==> src/source/aluPkg.sv <==
// ------------------------------
// ALU shared definitions.
// Widths, opcode values, error flag positions
// and the two-way opcode view.
// ------------------------------
package aluPkg;

	// ------------------------------
	// Widths
	// ------------------------------

	// Each operand is one 16-bit word.
	localparam int operandWidth = 16;
	// Full result word, wide enough for the product.
	localparam int resultWidth = 32;
	localparam int errorWidth = 2;
	localparam int opcodeWidth = 4;

	// Error flag positions.
	localparam int divZeroBit = 1;
	localparam int overflowBit = 0;

	// ------------------------------
	// Opcode values
	// ------------------------------

	// Add and subtract differ only in the low bit.
	localparam logic [opcodeWidth-1:0] opAdd = 4'b1010;
	localparam logic [opcodeWidth-1:0] opSub = 4'b1011;
	localparam logic [opcodeWidth-1:0] opMul = 4'b0010;
	localparam logic [opcodeWidth-1:0] opDiv = 4'b0011;
	localparam logic [opcodeWidth-1:0] opMod = 4'b0100;

	// Field view of the opcode.
	// Mode set means subtract in the add/subtract group.
	typedef struct packed {
		logic [opcodeWidth-2:0] group;
		logic                   mode;
	} opFieldsT;

	// The same opcode bits, read whole or by field.
	typedef union packed {
		logic [opcodeWidth-1:0] code;
		opFieldsT               fields;
	} opcodeT;

endpackage

==> src/source/operandRegister.sv <==
// ------------------------------
// Operand register stage.
// Captures operands and opcode on start
// and flags the operation in flight.
// ------------------------------
module operandRegister (
	input  logic                             clk,
	input  logic                             rstN,
	input  logic                             start,
	input  logic [aluPkg::operandWidth-1:0]  a,
	input  logic [aluPkg::operandWidth-1:0]  b,
	input  aluPkg::opcodeT                   op,
	output logic [aluPkg::operandWidth-1:0]  aQ,
	output logic [aluPkg::operandWidth-1:0]  bQ,
	output aluPkg::opcodeT                   opQ,
	output logic                             validQ
);

	// ------------------------------
	// Valid flag
	// ------------------------------

	// One cycle per start strobe.
	// Back-to-back strobes keep it high.
	always_ff @(posedge clk)
	begin
		if (!rstN)
			validQ <= 1'b0;
		else
			validQ <= start;
	end

	// ------------------------------
	// Operand hold
	// ------------------------------

	// Loaded only on start, so the units see stable inputs.
	always_ff @(posedge clk)
	begin
		if (start)
		begin
			aQ  <= a;
			bQ  <= b;
			opQ <= op;
		end
	end

endmodule

==> src/source/addSubUnit.sv <==
// ------------------------------
// Add/subtract unit.
// Two's-complement add or subtract with
// overflow folded into the result word.
// ------------------------------
module addSubUnit (
	input  logic [aluPkg::operandWidth-1:0] aQ,
	input  logic [aluPkg::operandWidth-1:0] bQ,
	input  aluPkg::opcodeT                  opQ,
	output logic [aluPkg::resultWidth-1:0]  addSubResult,
	output logic                            overflow
);

	import aluPkg::*;

	// Subtract selected by the opcode mode bit.
	logic                    mode;
	// Second operand, inverted when subtracting.
	logic [operandWidth-1:0] bInv;
	// Low bits with the carry into the top bit.
	logic [operandWidth-1:0] lowSum;
	// Top bit with its carry out.
	logic [1:0]              topSum;
	logic                    carryIn;
	logic                    carryOut;

	assign mode = opQ.fields.mode;
	assign bInv = bQ ^ {operandWidth{mode}};

	// ------------------------------
	// Carry chain
	// ------------------------------

	// Mode doubles as the carry in, giving a + ~b + 1.
	assign lowSum  = {1'b0, aQ[operandWidth-2:0]} + {1'b0, bInv[operandWidth-2:0]} +
		{{(operandWidth-1){1'b0}}, mode};
	assign carryIn = lowSum[operandWidth-1];

	// Top bit split off to expose both carries.
	assign topSum   = {1'b0, aQ[operandWidth-1]} + {1'b0, bInv[operandWidth-1]} +
		{1'b0, carryIn};
	assign carryOut = topSum[1];

	// Unsigned carry when adding, signed overflow when subtracting.
	assign overflow = mode ? (carryIn ^ carryOut) : carryOut;

	// Sum in the low half, overflow repeated above it.
	assign addSubResult = {{(resultWidth-operandWidth-1){1'b0}}, overflow,
		topSum[0], lowSum[operandWidth-2:0]};

endmodule

==> src/source/multiplierArray.sv <==
// ------------------------------
// Array multiplier.
// Unsigned 16x16 product built from one
// shift-and-add row per multiplier bit.
// ------------------------------
module multiplierArray (
	input  logic [aluPkg::operandWidth-1:0] aQ,
	input  logic [aluPkg::operandWidth-1:0] bQ,
	output logic [aluPkg::resultWidth-1:0]  product
);

	import aluPkg::*;

	// ------------------------------
	// Row array
	// ------------------------------

	genvar row;
	generate
		for (row = 0; row < operandWidth; row++)
		begin : genRow
			// Partial product of bQ gated by one bit of aQ.
			logic [operandWidth-1:0] partial;
			// Row sum with its carry in the top bit.
			logic [operandWidth:0]   rowSum;
			// Row sum shifted down, carry on top, fed to the next row.
			logic [operandWidth-1:0] acc;

			assign partial = bQ & {operandWidth{aQ[row]}};

			if (row == 0)
			begin : genFirst
				// First row has nothing to add to.
				assign rowSum = {1'b0, partial};
			end
			else
			begin : genNext
				assign rowSum = {1'b0, genRow[row-1].acc} + {1'b0, partial};
			end

			// Lowest bit of each row is final.
			assign product[row] = rowSum[0];
			assign acc          = rowSum[operandWidth:1];
		end
	endgenerate

	// Last row supplies the upper half, carry included.
	assign product[resultWidth-1:operandWidth] = genRow[operandWidth-1].acc;

endmodule

==> src/source/divModUnit.sv <==
// ------------------------------
// Divide/modulo unit.
// Unsigned quotient and remainder with
// a zero divisor check.
// ------------------------------
module divModUnit (
	input  logic [aluPkg::operandWidth-1:0] aQ,
	input  logic [aluPkg::operandWidth-1:0] bQ,
	output logic [aluPkg::resultWidth-1:0]  quotient,
	output logic [aluPkg::resultWidth-1:0]  remainder,
	output logic                            divZero
);

	import aluPkg::*;

	// Zero-extension of the 16-bit results.
	localparam int padWidth = resultWidth - operandWidth;

	// Shared by divide and modulo.
	assign divZero = (bQ == '0);

	// ------------------------------
	// Quotient and remainder
	// ------------------------------

	// Zero divisor forces a zero result.
	assign quotient  = divZero ? '0 : {{padWidth{1'b0}}, aQ / bQ};
	assign remainder = divZero ? '0 : {{padWidth{1'b0}}, aQ % bQ};

endmodule

==> src/source/resultSelect.sv <==
// ------------------------------
// Result stage.
// Picks the unit result and flags by opcode
// and registers them with the done pulse.
// ------------------------------
module resultSelect (
	input  logic                           clk,
	input  logic                           rstN,
	input  logic                           validQ,
	input  aluPkg::opcodeT                 opQ,
	input  logic [aluPkg::resultWidth-1:0] addSubResult,
	input  logic                           overflow,
	input  logic [aluPkg::resultWidth-1:0] product,
	input  logic [aluPkg::resultWidth-1:0] quotient,
	input  logic [aluPkg::resultWidth-1:0] remainder,
	input  logic                           divZero,
	output logic [aluPkg::resultWidth-1:0] result,
	output logic [aluPkg::errorWidth-1:0]  error,
	output logic                           done
);

	import aluPkg::*;

	// Selected result and flags ahead of the register.
	logic [resultWidth-1:0] nextResult;
	logic [errorWidth-1:0]  nextError;

	// ------------------------------
	// Opcode decode
	// ------------------------------

	// Flags come only from the unit that is selected.
	always_comb
	begin
		nextResult = '0;
		nextError  = '0;
		case (opQ.code)
			opAdd,
			opSub:
			begin
				nextResult             = addSubResult;
				nextError[overflowBit] = overflow;
			end
			opMul:
			begin
				nextResult = product;
			end
			opDiv:
			begin
				nextResult            = quotient;
				nextError[divZeroBit] = divZero;
			end
			opMod:
			begin
				nextResult            = remainder;
				nextError[divZeroBit] = divZero;
			end
			default:
			begin
				// Unused opcode, zero and no flags.
				nextResult = '0;
				nextError  = '0;
			end
		endcase
	end

	// ------------------------------
	// Output register
	// ------------------------------

	// Result and error hold until the next valid operation.
	always_ff @(posedge clk)
	begin
		if (!rstN)
		begin
			result <= '0;
			error  <= '0;
			done   <= 1'b0;
		end
		else
		begin
			done <= validQ;
			if (validQ)
			begin
				result <= nextResult;
				error  <= nextError;
			end
		end
	end

endmodule

==> src/source/aluTop.sv <==
// ------------------------------
// ALU top level.
// Operand register, arithmetic units and
// result stage, two cycles start to done.
// ------------------------------
module aluTop (
	input  logic                            clk,
	input  logic                            rstN,
	input  logic                            start,
	input  logic [aluPkg::operandWidth-1:0] a,
	input  logic [aluPkg::operandWidth-1:0] b,
	input  aluPkg::opcodeT                  op,
	output logic                            done,
	output logic [aluPkg::resultWidth-1:0]  result,
	output logic [aluPkg::errorWidth-1:0]   error
);

	import aluPkg::*;

	// Held operands of the operation in flight.
	logic [operandWidth-1:0] aQ;
	logic [operandWidth-1:0] bQ;
	opcodeT                  opQ;
	logic                    validQ;

	// Unit outputs.
	logic [resultWidth-1:0]  addSubResult;
	logic                    overflow;
	logic [resultWidth-1:0]  product;
	logic [resultWidth-1:0]  quotient;
	logic [resultWidth-1:0]  remainder;
	logic                    divZero;

	// ------------------------------
	// First stage
	// ------------------------------

	operandRegister operandRegister_i (
		.clk    (clk),
		.rstN   (rstN),
		.start  (start),
		.a      (a),
		.b      (b),
		.op     (op),
		.aQ     (aQ),
		.bQ     (bQ),
		.opQ    (opQ),
		.validQ (validQ)
	);

	// Arithmetic units, all combinational.
	addSubUnit addSubUnit_i (
		.aQ           (aQ),
		.bQ           (bQ),
		.opQ          (opQ),
		.addSubResult (addSubResult),
		.overflow     (overflow)
	);

	multiplierArray multiplierArray_i (
		.aQ      (aQ),
		.bQ      (bQ),
		.product (product)
	);

	divModUnit divModUnit_i (
		.aQ        (aQ),
		.bQ        (bQ),
		.quotient  (quotient),
		.remainder (remainder),
		.divZero   (divZero)
	);

	// ------------------------------
	// Second stage
	// ------------------------------

	resultSelect resultSelect_i (
		.clk          (clk),
		.rstN         (rstN),
		.validQ       (validQ),
		.opQ          (opQ),
		.addSubResult (addSubResult),
		.overflow     (overflow),
		.product      (product),
		.quotient     (quotient),
		.remainder    (remainder),
		.divZero      (divZero),
		.result       (result),
		.error        (error),
		.done         (done)
	);

endmodule

==> config.mk <==
export PLATFORM = sky130hd
export DESIGN_NAME = aluTop
export DESIGN_NICKNAME = d
export VERILOG_FILES = /design/src/source/aluPkg.sv /design/src/source/operandRegister.sv /design/src/source/addSubUnit.sv /design/src/source/multiplierArray.sv /design/src/source/divModUnit.sv /design/src/source/resultSelect.sv /design/src/source/aluTop.sv
export SDC_FILE = /design/constraint.sdc
export NUM_CORES = 1
export LEC_CHECK = 0
export BUFFER_PORTS_ARGS = -buffer_cell sky130_fd_sc_hd__buf_4
export CAP_MARGIN = 20
export CORE_MARGIN = 10
export CORE_UTILIZATION = 37
export DETAILED_ROUTE_END_ITERATION = 7
export GPL_TIMING_DRIVEN = 0
export PLACE_DENSITY = 0.62
export SLEW_MARGIN = 20
export SYNTH_ARGS = -nofsm -noshare
export SYNTH_HDL_FRONTEND = slang
export SYNTH_SLANG_ARGS = --single-unit
==> constraint.sdc <==
create_clock -name clk -period 33.9 [get_ports clk]
set_input_delay 5.085 -clock clk [delete_from_list [all_inputs] [get_ports clk]]
set_output_delay 5.085 -clock clk [all_outputs]
set_load 0.02 [all_outputs]
==> impl_metrics.tcl <==
set metrics [dict create \
    status "completed" \
    start_util_pct 37.2 \
    htree_levels 3 \
    die_w_um 263 \
    crit_path_start_kind "flop" \
    slowest_stage "or3_1" \
    synth_top_area_share_pct 22.6 \
    rows 89 \
    detail-route-antenna-nets 0 \
    path_class "reg -> reg" \
    avgRoutedWirePerCell_um 18.5 \
    yosys.cell_types.count 108 \
    synthTopCellsByArea "ha_1, xnor2_1, nor2_1" \
    die_h_um 263 \
    antenna_found_initial 2 \
    ios 74 \
    min_path_type "reg -> reg" \
    arrival_ns 32.40 \
    hpwl_um 57200 \
    syn_inst 2988 \
    path_max_fanout 10 \
    max_slew_margin_pct 27.0 \
    nNetsFinal 3529 \
    ys_ff_latch 72 \
    hold_viol_final 0 \
    setup_violations 0 \
    n_antenna_cell 0 \
    slowest_delay_ns 0.59 \
    slew_violations 0 \
    grt_pass1_wl_um 109000 \
    fmax_ghz 0.0311 \
    area_growth_pct 9.09 \
    fin_worst_skew_ns 0.0222 \
    root_buffer "clkbuf_16" \
    cts_buffers 9 \
    cap_viol_max_count 0 \
    async_flop_share_pct 0 \
    gp_congestion 0.985 \
    cts_tree "yes" \
    via_per_inst 5.67 \
    required_ns 34.13 \
    drt_iter0_markers 1872 \
    yosysTopAreaCell "ha_1" \
    drt-pass1-iter-count 7 \
    synth_ff_type "edfxtp_1" \
    endpoint_kind "flop" \
    finalSetupTns_ns 0 \
    grt_usage_pct 19.4 \
    place_ws_ns -0.955 \
    fin_area_um2 23800 \
    yosys_warnings 0 \
    io_buffers 73 \
    path_delay_family "compound AO/OA/AOI/OAI gates" \
    cpMostUsedCell "ha_1" \
    cts_hold_buffers 0 \
    core_area_um2 58700 \
    grt_pass1_vias 19800 \
    syn_avg_cell_area_um2 7.31 \
    period_needed_ns 32.17 \
    grt-ovfl-total 0 \
    ctsLongestPathBuffers 2 \
    worstMarginPinSlew_ns 1.09 \
    layout_commonest_cell "ha_1" \
    drive_gt1_share_pct 6.39 \
    die_area_um2 69200 \
    synth_edf_count 36 \
    vias 21900 \
    fin_crit_sh_pct 94.9 \
    routed_wl_um 71400 \
    remaining_drc_errors 0 \
    layout_common_cells "ha_1, nor2_1, nand2_1" \
    clkTransAtPathRegs_ns 0.06 \
    placed_cell_area_um2 23400 \
    cts.sinks 72 \
    netlist_area_um2 21800 \
    synthesis.nets 3439 \
    path_buf_inv 16 \
    rsz0062_at_grt "false" \
    fin_ws_ns 1.73 \
    n_fill_cell 6137 \
    clock_latency_ns 0.38 \
    grt_max_degree 38 \
    yosysSeqAreaShare_pct 8.25 \
]
==> flip-flops by register name (all words and copies together), names as in the netlist <==
name / cells
operandRegister_i.aQ: 16
operandRegister_i.bQ: 16
operandRegister_i.opQ: 4
operandRegister_i.validQ: 1
resultSelect_i.done: 1
resultSelect_i.error: 2
resultSelect_i.result: 32
==> worst min-delay path: stages, from the launching register on <==
cell	delay, ns
dfxtp_1	0.33
nand2_1	0.04
o21ai_0	0.06
==> layer usage <==
metal | global-route usage, % | share of wire (%) | vias up
met3 | 3.04 | 7.3 | 87
met5 | 0 | 0 | -
met4 | 3.99 | 2.0 | 0
met1 | 27.4 | 48 | 10100
li1 | - | - | 11000
met2 | 30.7 | 43 | 686
==> cell type report <==
class                      count  area, µm²  share of cell area, %
multi-input combinational   2623      19000                   79.7
sequential                    72       1800                   7.56
tap                          773        967                   4.06
inverter                     209        792                   3.32
timing repair buffer          79        613                   2.57
buffer                        84        355                   1.49
clock buffer                  11        254                   1.07
clock inverter                 5       60.1                  0.252
==> worst paths after layout <==
| kind | from | slack, ns | cells past startpoint | end |
|---|---|---|---|---|
| setup / recovery | operandRegister_i.bQ[13]$_DFFE_PP_ | 1.73 | 124 | resultSelect_i.result[10]$_SDFFE_PN0P_ |
| hold / removal | resultSelect_i.result[29]$_SDFFE_PN0P_ | 0.46 | 2 | resultSelect_i.result[29]$_SDFFE_PN0P_ |
| setup reg to reg | operandRegister_i.bQ[13]$_DFFE_PP_ | 1.73 | 124 | resultSelect_i.result[10]$_SDFFE_PN0P_ |
| hold reg to reg | resultSelect_i.result[29]$_SDFFE_PN0P_ | 0.46 | 2 | resultSelect_i.result[29]$_SDFFE_PN0P_ |
==> Yosys cell counts (7+ instances only) <==
master / count
a21o_1: 54
a22o_1: 7
mux2i_1: 16
and4_1: 8
and3_1: 13
a21oi_1: 215
nor4_1: 7
nor3_1: 79
or3_1: 29
o211ai_1: 24
clkinv_1: 12
o41a_1: 14
a31oi_1: 42
o21bai_1: 40
nand4_1: 18
or2_2: 7
mux2_2: 19
a211o_1: 17
ha_1: 394
a22oi_1: 8
clkbuf_1: 69
a21boi_0: 35
o31ai_1: 18
o2111ai_1: 18
o21a_1: 38
a221oi_1: 8
nand2b_1: 12
inv_1: 195
nand3_1: 75
dfxtp_1: 36
nand2_1: 221
o31a_1: 7
a41oi_1: 15
xnor2_1: 219
fa_1: 18
nor2b_1: 64
edfxtp_1: 36
nor2_1: 346
xor2_1: 64
o21ai_0: 169
a222oi_1: 7
a211oi_1: 12
and2_1: 150
==> logic make-up (layout without fill, tap and decap cells) <==
family | after synthesis | count (layout) | synth area share (%)
simple gates | 1058 | 1058 | 23.5
buf+inv | 293 | 388 | 5.15
flops | 72 | 72 | 8.25
mux | 36 | 36 | 1.78
xor+xnor | 283 | 283 | 11.3
compound gates | 834 | 834 | 25.8
fa+ha+maj | 412 | 412 | 24.2
==> through the flow <==
step	hold WS (ns)	std cells	util, %
2_1_floorplan	0.536	2988	-
3_3_place_gp	0.438	3834	39.8
3_5_place_dp	0.448	3835	39.9
4_1_cts	0.463	3851	40.4
5_1_grt	0.473	3856	40.6
6_report	0.461	3856	40.6
==> repair_timing <==
item / CTS / global route
endpoints found under the setup margin: 16 / 16
resized for setup: 5 / 34
pin swaps: 0 / 1
setup buffers: 0 / 5
Power is left out: the tool's default activity adds up to more than one toggle a clock period on the data nets, which glitch-free logic cannot reach.
